--- src/verilog/ks10MemPkg.sv ---
package ks10MemPkg;

   ////////////////////////////////////////
   // Word and field types
   ////////////////////////////////////////

   // Bits numbered PDP-10 style, bit 0 is the MSB

   typedef logic [ 0:35] busWord_t;      // Bus address or data word
   typedef logic [16:35] memAddr_t;      // Physical memory address field
   typedef logic [18:35] ioAddr_t;       // IO register address field
   typedef logic [ 0: 3] devNum_t;       // Device number
   typedef logic [ 0: 4] hsbIndex_t;     // One of 32 HSB words

   // Implemented main memory, much smaller than a real KS-10
   localparam int memIndexWidth = 10;
   localparam int memWords      = 1024;  // 2**memIndexWidth

   typedef logic [0:memIndexWidth-1] memIndex_t;

   ////////////////////////////////////////
   // Address word flags
   ////////////////////////////////////////

   // Flags live in bits 0 to 13 of the address word
   localparam int flagRead   = 3;        // Read cycle
   localparam int flagWrTest = 4;        // Write test
   localparam int flagWrite  = 5;        // Write cycle
   localparam int flagPhys   = 8;        // Physical reference
   localparam int flagIo     = 10;       // IO space, not memory

   ////////////////////////////////////////
   // Field bounds
   ////////////////////////////////////////

   // Hi is the most significant bit, so the lower index

   localparam int devFieldHi     = 14;   // Device number
   localparam int devFieldLo     = 17;

   localparam int ioAddrFieldHi  = 18;   // IO address
   localparam int ioAddrFieldLo  = 35;

   localparam int memAddrFieldHi = 16;   // Memory address
   localparam int memAddrFieldLo = 35;

   ////////////////////////////////////////
   // Address constants
   ////////////////////////////////////////

   // Memory controller answers as device 0
   localparam devNum_t  memDevice = 4'd0;

   // MSR location in IO space
   localparam ioAddr_t  msrIoAddr = 18'o100000;

   // HSB window start, matched on bits 16 to 30
   localparam memAddr_t hsbBase   = 20'o0376000;

   // Memory status register
   // Error and power-fail flags writable, plus the ECC disable in bit 35
   localparam busWord_t msrWriteMask  = 36'o740000_000001;
   localparam busWord_t msrResetValue = 36'o004000_000000;  // Power-up flag set

endpackage

--- src/verilog/memBusIf.sv ---
interface memBusIf;

   import ks10MemPkg::*;

   // Storage strobes
   logic      memRead;                   // Memory space read, main or HSB
   logic      memWrite;                  // Main memory write
   logic      hsbWrite;                  // HSB write
   logic      msrWrite;                  // Status register write

   // Word indexes and payload
   memIndex_t memIndex;
   hsbIndex_t hsbIndex;
   busWord_t  writeData;

   // Response side
   logic      selMem;                    // Read data from main memory
   logic      selHsb;                    // Read data from HSB
   logic      selMsr;                    // Read data from MSR
   logic      ackNext;                   // Acknowledge next cycle

   modport decode (output memRead, memWrite, hsbWrite, msrWrite, memIndex, hsbIndex,
                   writeData, selMem, selHsb, selMsr, ackNext);

   modport storage (input memRead, memWrite, hsbWrite, memIndex, hsbIndex, writeData);

   modport stat (input msrWrite, writeData);

   modport response (input selMem, selHsb, selMsr, ackNext);

endinterface

--- src/verilog/memDecode.sv ---
module memDecode (
      input  logic                 busReq,    // Request strobe
      input  ks10MemPkg::busWord_t busAddr,   // Flags and address
      input  ks10MemPkg::busWord_t busData,   // Write data
      memBusIf.decode              bus
   );

   import ks10MemPkg::*;

   logic     rdFlag;
   logic     wtFlag;
   logic     wrFlag;
   logic     physFlag;
   logic     ioFlag;
   devNum_t  devNum;
   ioAddr_t  ioAddr;
   memAddr_t memAddr;

   logic     implHit;                         // Inside implemented memory
   logic     hsbHit;                          // Inside the HSB window
   logic     msrHit;                          // Our status register
   logic     memSpace;                        // Request to memory space
   logic     msrRead;
   logic     memWrReq;                        // Any memory space write
   logic     memWrTest;

   ////////////////////////////////////////
   // Split the address word
   ////////////////////////////////////////

   assign rdFlag   = busAddr[flagRead];
   assign wtFlag   = busAddr[flagWrTest];
   assign wrFlag   = busAddr[flagWrite];
   assign physFlag = busAddr[flagPhys];
   assign ioFlag   = busAddr[flagIo];
   assign devNum   = busAddr[devFieldHi:devFieldLo];
   assign ioAddr   = busAddr[ioAddrFieldHi:ioAddrFieldLo];
   assign memAddr  = busAddr[memAddrFieldHi:memAddrFieldLo];

   // Everything above the index must be zero
   assign implHit = (memAddr[memAddrFieldHi:memAddrFieldLo-memIndexWidth] == '0);

   // 32 word window, compare above the HSB index
   assign hsbHit = (memAddr[memAddrFieldHi:memAddrFieldLo-$bits(hsbIndex_t)] ==
                    hsbBase[memAddrFieldHi:memAddrFieldLo-$bits(hsbIndex_t)]);

   assign msrHit   = ioFlag & physFlag & (devNum == memDevice) & (ioAddr == msrIoAddr);
   assign memSpace = busReq & !ioFlag;

   ////////////////////////////////////////
   // Strobes and selects
   ////////////////////////////////////////

   assign msrRead      = busReq & rdFlag & msrHit;
   assign bus.msrWrite = busReq & wrFlag & msrHit;
   assign bus.memRead  = memSpace & rdFlag & (implHit | hsbHit);  // Else NXM, no ack
   assign memWrReq     = memSpace & wrFlag;                       // Acked even if NXM
   assign memWrTest    = memSpace & wtFlag;                       // Ack only

   assign bus.memWrite = memWrReq & implHit & !hsbHit;
   assign bus.hsbWrite = memWrReq & hsbHit;            // HSB shadows nothing below

   assign bus.memIndex  = memAddr[memAddrFieldLo-memIndexWidth+1:memAddrFieldLo];
   assign bus.hsbIndex  = memAddr[memAddrFieldLo-$bits(hsbIndex_t)+1:memAddrFieldLo];
   assign bus.writeData = busData;

   assign bus.selMem  = bus.memRead & implHit;
   assign bus.selHsb  = bus.memRead & hsbHit;
   assign bus.selMsr  = msrRead;                       // MSR write returns zero
   assign bus.ackNext = msrRead | bus.msrWrite | bus.memRead | memWrReq | memWrTest;

endmodule

--- src/flat_wrapper.sv ---
// flat-port wrapper written by rule: the top's interface ports become plain ports
module memDecode_flat import ks10MemPkg::*;
  (busReq, busAddr, busData, bus_memRead, bus_memWrite, bus_hsbWrite, bus_msrWrite, bus_memIndex, bus_hsbIndex, bus_writeData, bus_selMem, bus_selHsb, bus_selMsr, bus_ackNext);
  memBusIf bus_i ();
  input  logic busReq;
  input  ks10MemPkg::busWord_t busAddr;
  input  ks10MemPkg::busWord_t busData;
  output wire logic [$bits(bus_i.memRead)-1:0] bus_memRead;
  output wire logic [$bits(bus_i.memWrite)-1:0] bus_memWrite;
  output wire logic [$bits(bus_i.hsbWrite)-1:0] bus_hsbWrite;
  output wire logic [$bits(bus_i.msrWrite)-1:0] bus_msrWrite;
  output wire logic [$bits(bus_i.memIndex)-1:0] bus_memIndex;
  output wire logic [$bits(bus_i.hsbIndex)-1:0] bus_hsbIndex;
  output wire logic [$bits(bus_i.writeData)-1:0] bus_writeData;
  output wire logic [$bits(bus_i.selMem)-1:0] bus_selMem;
  output wire logic [$bits(bus_i.selHsb)-1:0] bus_selHsb;
  output wire logic [$bits(bus_i.selMsr)-1:0] bus_selMsr;
  output wire logic [$bits(bus_i.ackNext)-1:0] bus_ackNext;
  assign bus_memRead = bus_i.memRead;
  assign bus_memWrite = bus_i.memWrite;
  assign bus_hsbWrite = bus_i.hsbWrite;
  assign bus_msrWrite = bus_i.msrWrite;
  assign bus_memIndex = bus_i.memIndex;
  assign bus_hsbIndex = bus_i.hsbIndex;
  assign bus_writeData = bus_i.writeData;
  assign bus_selMem = bus_i.selMem;
  assign bus_selHsb = bus_i.selHsb;
  assign bus_selMsr = bus_i.selMsr;
  assign bus_ackNext = bus_i.ackNext;
  memDecode u_core (.busReq(busReq), .busAddr(busAddr), .busData(busData), .bus(bus_i));
endmodule
--- config.mk ---
export PLATFORM = sky130hd
export DESIGN_NAME = memDecode_flat
export DESIGN_NICKNAME = d
export VERILOG_FILES = /design/src/verilog/ks10MemPkg.sv /design/src/verilog/memBusIf.sv /design/src/verilog/memDecode.sv /design/src/flat_wrapper.sv
export SDC_FILE = /design/constraint.sdc
export NUM_CORES = 1
export LEC_CHECK = 0
export BUFFER_PORTS_ARGS = -buffer_cell sky130_fd_sc_hd__buf_2
export CAP_MARGIN = 15
export CORE_AREA = 2 2 51 53
export DETAILED_ROUTE_END_ITERATION = 10
export DIE_AREA = 0 0 53 55
export PLACE_DENSITY = 0.86
export SLEW_MARGIN = 40
export SYNTH_ARGS = -nofsm -noshare
export SYNTH_HDL_FRONTEND = slang
export SYNTH_SLANG_ARGS = --single-unit
--- constraint.sdc ---
create_clock -name vclk -period 4.6
set_input_delay 0 -clock vclk [all_inputs]
set_output_delay 0 -clock vclk [all_outputs]
set_load 0.03 [all_outputs]
==> impl_metrics.json, run 1 <==
{
  "status": "finished clean",
  "ios": 132,
  "fillers": 275,
  "final_cells": 111,
  "drc": 0,
  "die_area_sq_um": 2920,
  "endpoint_kind": "primary output",
  "synth_top_area_share_pct": 65.5,
  "post-cts-setup-buffers": 0,
  "period_share_pct": 41.0,
  "hold_buffers": 0,
  "clock_buffers": 0,
  "antenna_found_initial": 0,
  "grt_max_degree": 5,
  "syn-num-nets": 154,
  "cts_resized": 0,
  "design_area_sq_um": 494,
  "total_power_uw": 43.7,
  "dr_total_vias": 514,
  "crit_type": "primary input to primary output",
  "track_usage_pct": 9.90,
  "drive_above_1_share_pct": 71.6,
  "firstDrtPassIters": 4,
  "relSlewSlack_pct": 76.0,
  "synth_area_leaders": "buf_4, or4_4, o41ai_2, nor2_1, or4_1",
  "synthMuxAreaShare_pct": 0,
  "min_path_type": "primary input to primary output",
  "die_x_um": 53,
  "cp.required_ns": 4.60,
  "ant_nets": 0,
  "seq_cell_count": 0,
  "synth.most_common_cell": "buf_4",
  "maxCapViolCount": 0,
  "ys_types": 19,
  "grt_pass1_wl_um": 2080,
  "cp-start-kind": "primary input",
  "drt-wirelength-per-cell_um": 15.6,
  "start_util_pct": 24.7,
  "drt_first_iter_violations": 4,
  "grt-ovfl-total": 0,
  "crit_path_top_delay_cell": "or4_4",
  "netlist_top_cells_count": "buf_4, nor2_1",
  "whs_path_depth": 0,
  "ys_warn_count": 0,
  "p_leak_nw": 0.261,
  "syn_to_final_growth_pct": -15.4,
  "dp_cells": 111,
  "syn_inst": 81,
  "max_stage_delay_ns": 0.56,
  "layout_min_cycle_time_ns": 1.89,
  "die_y_um": 55,
  "rows": 18,
  "yosysSeqAreaShare_pct": 0,
  "syn_area_per_cell_sq_um": 7.21,
  "syn_area_sq_um": 584,
  "synth-compound-area-share_pct": 5.57,
  "critPathMaxFanout": 3,
  "cp_cell_sequence": "buf_2 > or4_4 > or4_4 > o41ai_2 > a2111o_1 > buf_2",
  "hold_viol": 0,
  "coreArea_sq_um": 2360,
  "synth_xor_area_share_pct": 0,
  "diodes": 0,
  "synth_simple_gate_area_share_pct": 28.9,
  "grt_pass1_vias": 447,
  "synthAdderAreaFrac_pct": 0,
  "fin_tns_setup_ns": 0,
  "io_buffers": 51,
  "min_from": "busData[7]",
  "synth_top_family_by_area": "buffers and inverters",
  "worst_pin_slew_ns": 0.357,
  "peakVddDrop_mv": 0.0221,
  "drv_slew": 0,
  "setup_violations": 0,
  "viasPerCell": 4.63,
  "nNetsFinal": 156,
  "drt_wl_total_um": 1730,
  "rsz0062_at_grt": "false",
  "gp_congestion": 0.662,
  "ff_latch_area_sq_um": 0,
  "placed_cell_area_sq_um": 494,
  "post-route-util_pct": 20.9,
  "fmax_mhz": 530,
  "powerDensity_nw_per_um2": 88.5,
  "crit_arrival_ns": 1.89,
  "synth_top_area_cell": "buf_4",
  "min_to": "bus_writeData[7]"
}
## critical path: cells and delay by family
family          cells  cell delay (ns)
compound gates      2             0.51
buf+inv             2             0.30
simple gates        2             1.08
## routing by layer
| metal | vias to the layer above | wire, um | track usage, % |
|---|---|---|---|
| met1 | 218 | 385 | 5.29 |
| met2 | 71 | 882 | 22.9 |
| li1 | 223 | - | - |
| met5 | - | 0 | 0 |
| met3 | 2 | 456 | 7.53 |
| met4 | 0 | 8 | 1.28 |
## report_power, final
group          switching (mW)  total [mW]  internal, mW
Clock                       0           0             0
Sequential                  0           0             0
Combinational          0.0267      0.0437        0.0170
Total                  0.0267      0.0437        0.0170
## layout by cell type, fill, tap and decap left out, drive strengths merged
cell / count
buf: 51
nor2: 4
or4: 4
or2: 2
nand2b: 2
nor3: 2
nor4: 2
nand2: 2
and2: 2
nand3: 2
nand4b: 1
or4b: 1
nand4: 1
or3: 1
nor2b: 1
a21oi: 1
o41ai: 1
a2111o: 1
## worst max-delay path by stage
| stage | slack (ns) | cells after the start | start | end |
|---|---|---|---|---|
| after global placement | 2.71 | 6 | busAddr[11] | bus_ackNext |
| after floorplan | 2.45 | 4 | busAddr[11] | bus_ackNext |
| after CTS | 2.69 | 6 | busAddr[11] | bus_ackNext |
| after global routing | 2.62 | 6 | busAddr[11] | bus_ackNext |
| final | 2.71 | 6 | busAddr[11] | bus_ackNext |
| after detailed placement | 2.69 | 6 | busAddr[11] | bus_ackNext |
## per-stage QoR
stage / hold WS [ns] / setup WS, ns
2_1_floorplan: 0.132 / 2.45
3_3_place_gp: 0.000205 / 2.71
4_1_cts: 0.000205 / 2.69
6_report: 0.0000111 / 2.71
3_5_place_dp: 0.000205 / 2.69
5_1_grt: 0.0000756 / 2.62
## kinds of logic (layout without fill, tap and decap cells)
| logic type | after synthesis | count (layout) |
|---|---|---|
| AO/OA/AOI/OAI | 3 | 3 |
| AND/OR/NAND/NOR | 27 | 27 |
| buffers and inverters | 51 | 51 |
## cell type report
class              count  area (sq um)  share of cell area, %
multi-input cells     30           201                   40.8
well taps             30          37.5                   7.59
repair buffers        51           255                   51.6
No activity file was read; power rests on OpenSTA's default activity.
==> inputs of run 2 (changes only) <==
- CORE_AREA: 2 2 51 53 -> not set
- CORE_MARGIN: not set -> 1.5
- CORE_UTILIZATION: not set -> 22
- DIE_AREA: 0 0 53 55 -> not set
- PLACE_DENSITY: 0.86 -> 0.81
- clock period: 4.6 -> 1.7 ns (I/O delays scaled with it)
==> impl_metrics.json, run 2 (same netlist as run 1, synthesis figures left out) <==
{
  "track_usage_pct": 8.08,
  "drt_first_iter_violations": 2,
  "design_area_sq_um": 561,
  "antenna_found_initial": 0,
  "critPathLaunch": "busAddr[11]",
  "coreArea_sq_um": 2500,
  "drive_above_1_share_pct": 77.1,
  "diodes": 0,
  "cp-start-kind": "primary input",
  "period_share_pct": 102,
  "placed_cell_area_sq_um": 539,
  "die_x_um": 54.5,
  "clock_buffers": 0,
  "die_area_sq_um": 2970,
  "firstDrtPassIters": 2,
  "nNetsFinal": 158,
  "p_leak_nw": 0.293,
  "crit_type": "primary input to primary output",
  "rsz0062_at_grt": "true",
  "min_path_type": "primary input to primary output",
  "cp_cell_sequence": "buf_6 > or4_4 > or4_4 > o41ai_2 > a2111o_1 > buf_6",
  "layout_min_cycle_time_ns": 1.74,
  "seq_cell_count": 0,
  "start_util_pct": 23.4,
  "place_hpwl_um": 1420,
  "drv_slew": 0,
  "crit_arrival_ns": 1.74,
  "peakVddDrop_mv": 0.0726,
  "post-route-util_pct": 22.4,
  "drc": 0,
  "ios": 132,
  "violations": "setup timing",
  "ff_latch_area_sq_um": 0,
  "grt_max_degree": 5,
  "grt-ovfl-total": 0,
  "grt_pass1_wl_um": 1770,
  "die_y_um": 54.5,
  "maxCapViolCount": 0,
  "setup_violations": 1,
  "max_stage_delay_ns": 0.57,
  "io_buffers": 51,
  "endpoint_kind": "primary output",
  "worst_pin_slew_ns": 0.302,
  "status": "finished, violations left",
  "grt_pass1_vias": 432,
  "min_from": "busData[12]",
  "gp_congestion": 0.665,
  "drt-wirelength-per-cell_um": 12.9,
  "syn_to_final_growth_pct": -4.07,
  "setup_ws_ns": -0.0360,
  "powerDensity_nw_per_um2": 220,
  "cp.required_ns": 1.70,
  "final_cell_mix": "buf_2, or4_4, nor2_1",
  "rows": 18,
  "hold_viol": 0,
  "crit_path_top_delay_cell": "or4_4",
  "critPathMaxFanout": 3,
  "fmax_mhz": 576,
  "post-cts-setup-buffers": 0,
  "fillers": 281,
  "dr_total_vias": 515,
  "drt_wl_total_um": 1460,
  "relSlewSlack_pct": 79.7,
  "viasPerCell": 4.56,
  "final_common_cell": "buf_2",
  "ant_nets": 0
}
[run 2: layer usage]
metal / track usage, % / part of all wire (%) / vias to the layer above
li1: - / - / 230
met1: 6.31 / 29 / 209
met2: 19.3 / 51 / 76
met3: 2.19 / 20 / 0
met4: 0 / 0 / 0
met5: 0 / 0 / -
[run 2: through the flow]
stage          setup slack [ns]  total power [mW]  TNS [ns]  cells  hold WS (ns)
3_3_place_gp             -0.102             0.119    -0.194    113      0.000205
3_5_place_dp             -0.120             0.121    -0.226    113      0.000205
2_1_floorplan            0.0159             0.245         0     81         0.132
4_1_cts                 -0.0598             0.125   -0.0613    113      0.000205
6_report                -0.0360             0.124   -0.0360    113     0.0000116
5_1_grt                 -0.0872             0.134    -0.150    113     0.0000484
[run 2: final timing paths]
kind | to | cells after the start
max | bus_ackNext | 6
min | bus_writeData[12] | 0
[run 2: layout make-up]
cell class / instances / area [sq um] / area share, %
multi-input cells: 30 / 231 / 41.3
well taps: 30 / 37.5 / 6.70
repair buffers: 53 / 292 / 52.0
[run 2: timing repair]
action	4_1_cts	5_1_grt
pin swaps	4	1
gates cloned	0	0
setup endpoints to repair	2	3
hold buffers	0	0
gates resized for setup	5	2
[run 2: where the power goes]
| part | total (mW) | internal, mW | switching [mW] |
|---|---|---|---|
| sequential | 0 | 0 | 0 |
| combinational | 0.124 | 0.0507 | 0.0729 |
| clock | 0 | 0 | 0 |
| total | 0.124 | 0.0507 | 0.0729 |
[run 2: worst max-delay path, delay by kind of cell]
kind                   cells  cell delay (ns)
buffers and inverters      2             0.22
AOI/OAI and AO/OA          2             0.42
and+or+nand+nor            2             1.09
==> inputs of run 3 (changes only) <==
- CORE_MARGIN: 1.5 -> not set
- SETUP_SLACK_MARGIN: not set -> 0.5
==> impl_metrics.json, run 3 (same netlist as run 1, synthesis figures left out) <==
{
  "hold_viol": 0,
  "min_to": "bus_writeData[29]",
  "switching_share_pct": 57.5,
  "crit_arrival_ns": 1.75,
  "setup_violations": 2,
  "coreArea_sq_um": 2500,
  "rows": 18,
  "clkPwrFrac_pct": 0,
  "final_cell_mix": "buf_2, buf_6, or4_4, nor2_4, buf_4",
  "path_buf_inv": 2,
  "cp-start-kind": "primary input",
  "dp_cells": 112,
  "setup_ws_ns": -0.0526,
  "cp_cell_sequence": "buf_6 > or4_4 > or4_4 > o41ai_4 > a2111o_1 > buf_6",
  "ant_nets": 0,
  "max_stage_delay_ns": 0.58,
  "drt-wirelength-per-cell_um": 14.1,
  "critPathMaxFanout": 3,
  "routed.top_layer": "met3",
  "viasPerCell": 4.65,
  "maxCapViolCount": 0,
  "path_delay_family": "simple AND/OR/NAND/NOR gates",
  "drv_slew": 0,
  "track_usage_pct": 9.30,
  "antenna_found_initial": 0,
  "layout_min_cycle_time_ns": 1.75,
  "p_leak_nw": 0.338,
  "pwr-share-seq_pct": 0,
  "period_share_pct": 103,
  "gp_congestion": 0.665,
  "grt_max_degree": 5,
  "drt_wl_total_um": 1630,
  "post-route-util_pct": 27.3,
  "grt-ovfl-total": 0,
  "final_cells": 115,
  "crit_type": "primary input to primary output",
  "ff_latch_area_sq_um": 0,
  "relSlewSlack_pct": 74.6,
  "nNetsFinal": 160,
  "firstDrtPassIters": 3,
  "seq_cell_count": 0,
  "fmax_mhz": 571,
  "powerDensity_nw_per_um2": 196,
  "status": "finished, violations left",
  "rsz0062_at_grt": "true",
  "syn_to_final_growth_pct": 16.9,
  "placed_cell_area_sq_um": 563,
  "cp.required_ns": 1.70,
  "worst_pin_slew_ns": 0.379,
  "io_buffers": 51,
  "final_common_cell": "buf_2",
  "diodes": 0,
  "intPower_uw": 57.1,
  "wl_met3_um": 304,
  "ios": 132,
  "design_area_sq_um": 683,
  "violations": "setup timing",
  "drive_above_1_share_pct": 84.7,
  "die_x_um": 53.5,
  "start_util_pct": 23.4,
  "whs_path_depth": 0,
  "switchingPower_uw": 77.0,
  "min_path_type": "primary input to primary output",
  "grt_pass1_vias": 456,
  "wl_met2_um": 883,
  "place_hpwl_um": 1390,
  "pwr-share-comb_pct": 100.0,
  "dr_total_vias": 535,
  "fillers": 282,
  "die_area_sq_um": 2870,
  "endpoint_kind": "primary output",
  "total_power_uw": 134,
  "grt_pass1_wl_um": 1920,
  "drt_first_iter_violations": 3,
  "peakVddDrop_mv": 0.0785,
  "crit_path_top_delay_cell": "or4_4",
  "min_from": "busData[29]",
  "clock_buffers": 0,
  "drc": 0,
  "die_y_um": 53.5,
  "multi_input_area_sq_um": 285,
  "met1_length_um": 439,
  "hold_buffers": 0
}
==> run 3: power by group through the flow <==
stage / Clock (mW) / Sequential (mW) / Combinational (mW)
4_1_cts: 0 / 0 / 0.126
5_1_grt: 0 / 0 / 0.144
3_5_place_dp: 0 / 0 / 0.120
2_1_floorplan: 0 / 0 / 0.246
3_3_place_gp: 0 / 0 / 0.119
6_report: 0 / 0 / 0.134
==> run 3: stage by stage <==
stage	setup WS (ns)	setup TNS, ns	hold slack (ns)
floorplan	0.0165	0	0.132
global placement	-0.0830	-0.123	0.000205
detailed placement	-0.0949	-0.165	0.000205
CTS	-0.0303	-0.0602	0.000205
global route	-0.110	-0.154	0.0000481
finish	-0.0526	-0.0548	0.0000565
==> run 3: how the worst max path moves through the flow <==
stage / from / end / slack (ns) / depth (start not counted)
after floorplan: busAddr[5] / bus_ackNext / 0.02 / 4
after global placement: busAddr[5] / bus_ackNext / -0.08 / 6
after detailed placement: busAddr[5] / bus_ackNext / -0.09 / 6
after CTS: busAddr[11] / bus_msrWrite / -0.03 / 6
after global routing: busAddr[9] / bus_ackNext / -0.11 / 6
final: busAddr[9] / bus_ackNext / -0.05 / 6
==> run 3: area by class of cell <==
class,count,area share [%]
timing repair buffer,55,52.7
multi-input combinational,30,41.8
tap,30,5.49
==> run 3: timing repair <==
action | CTS | global route
buffers inserted | 2 | 1
pin swaps | 7 | 6
gates resized for setup | 18 | 5
setup endpoints to repair | 8 | 8
==> run 3: metal layers <==
layer | GRT usage (%) | vias to the layer above
met5 | 0 | -
met3 | 3.39 | 0
met4 | 0 | 0
met2 | 23.1 | 76
met1 | 6.01 | 227
li1 | - | 232
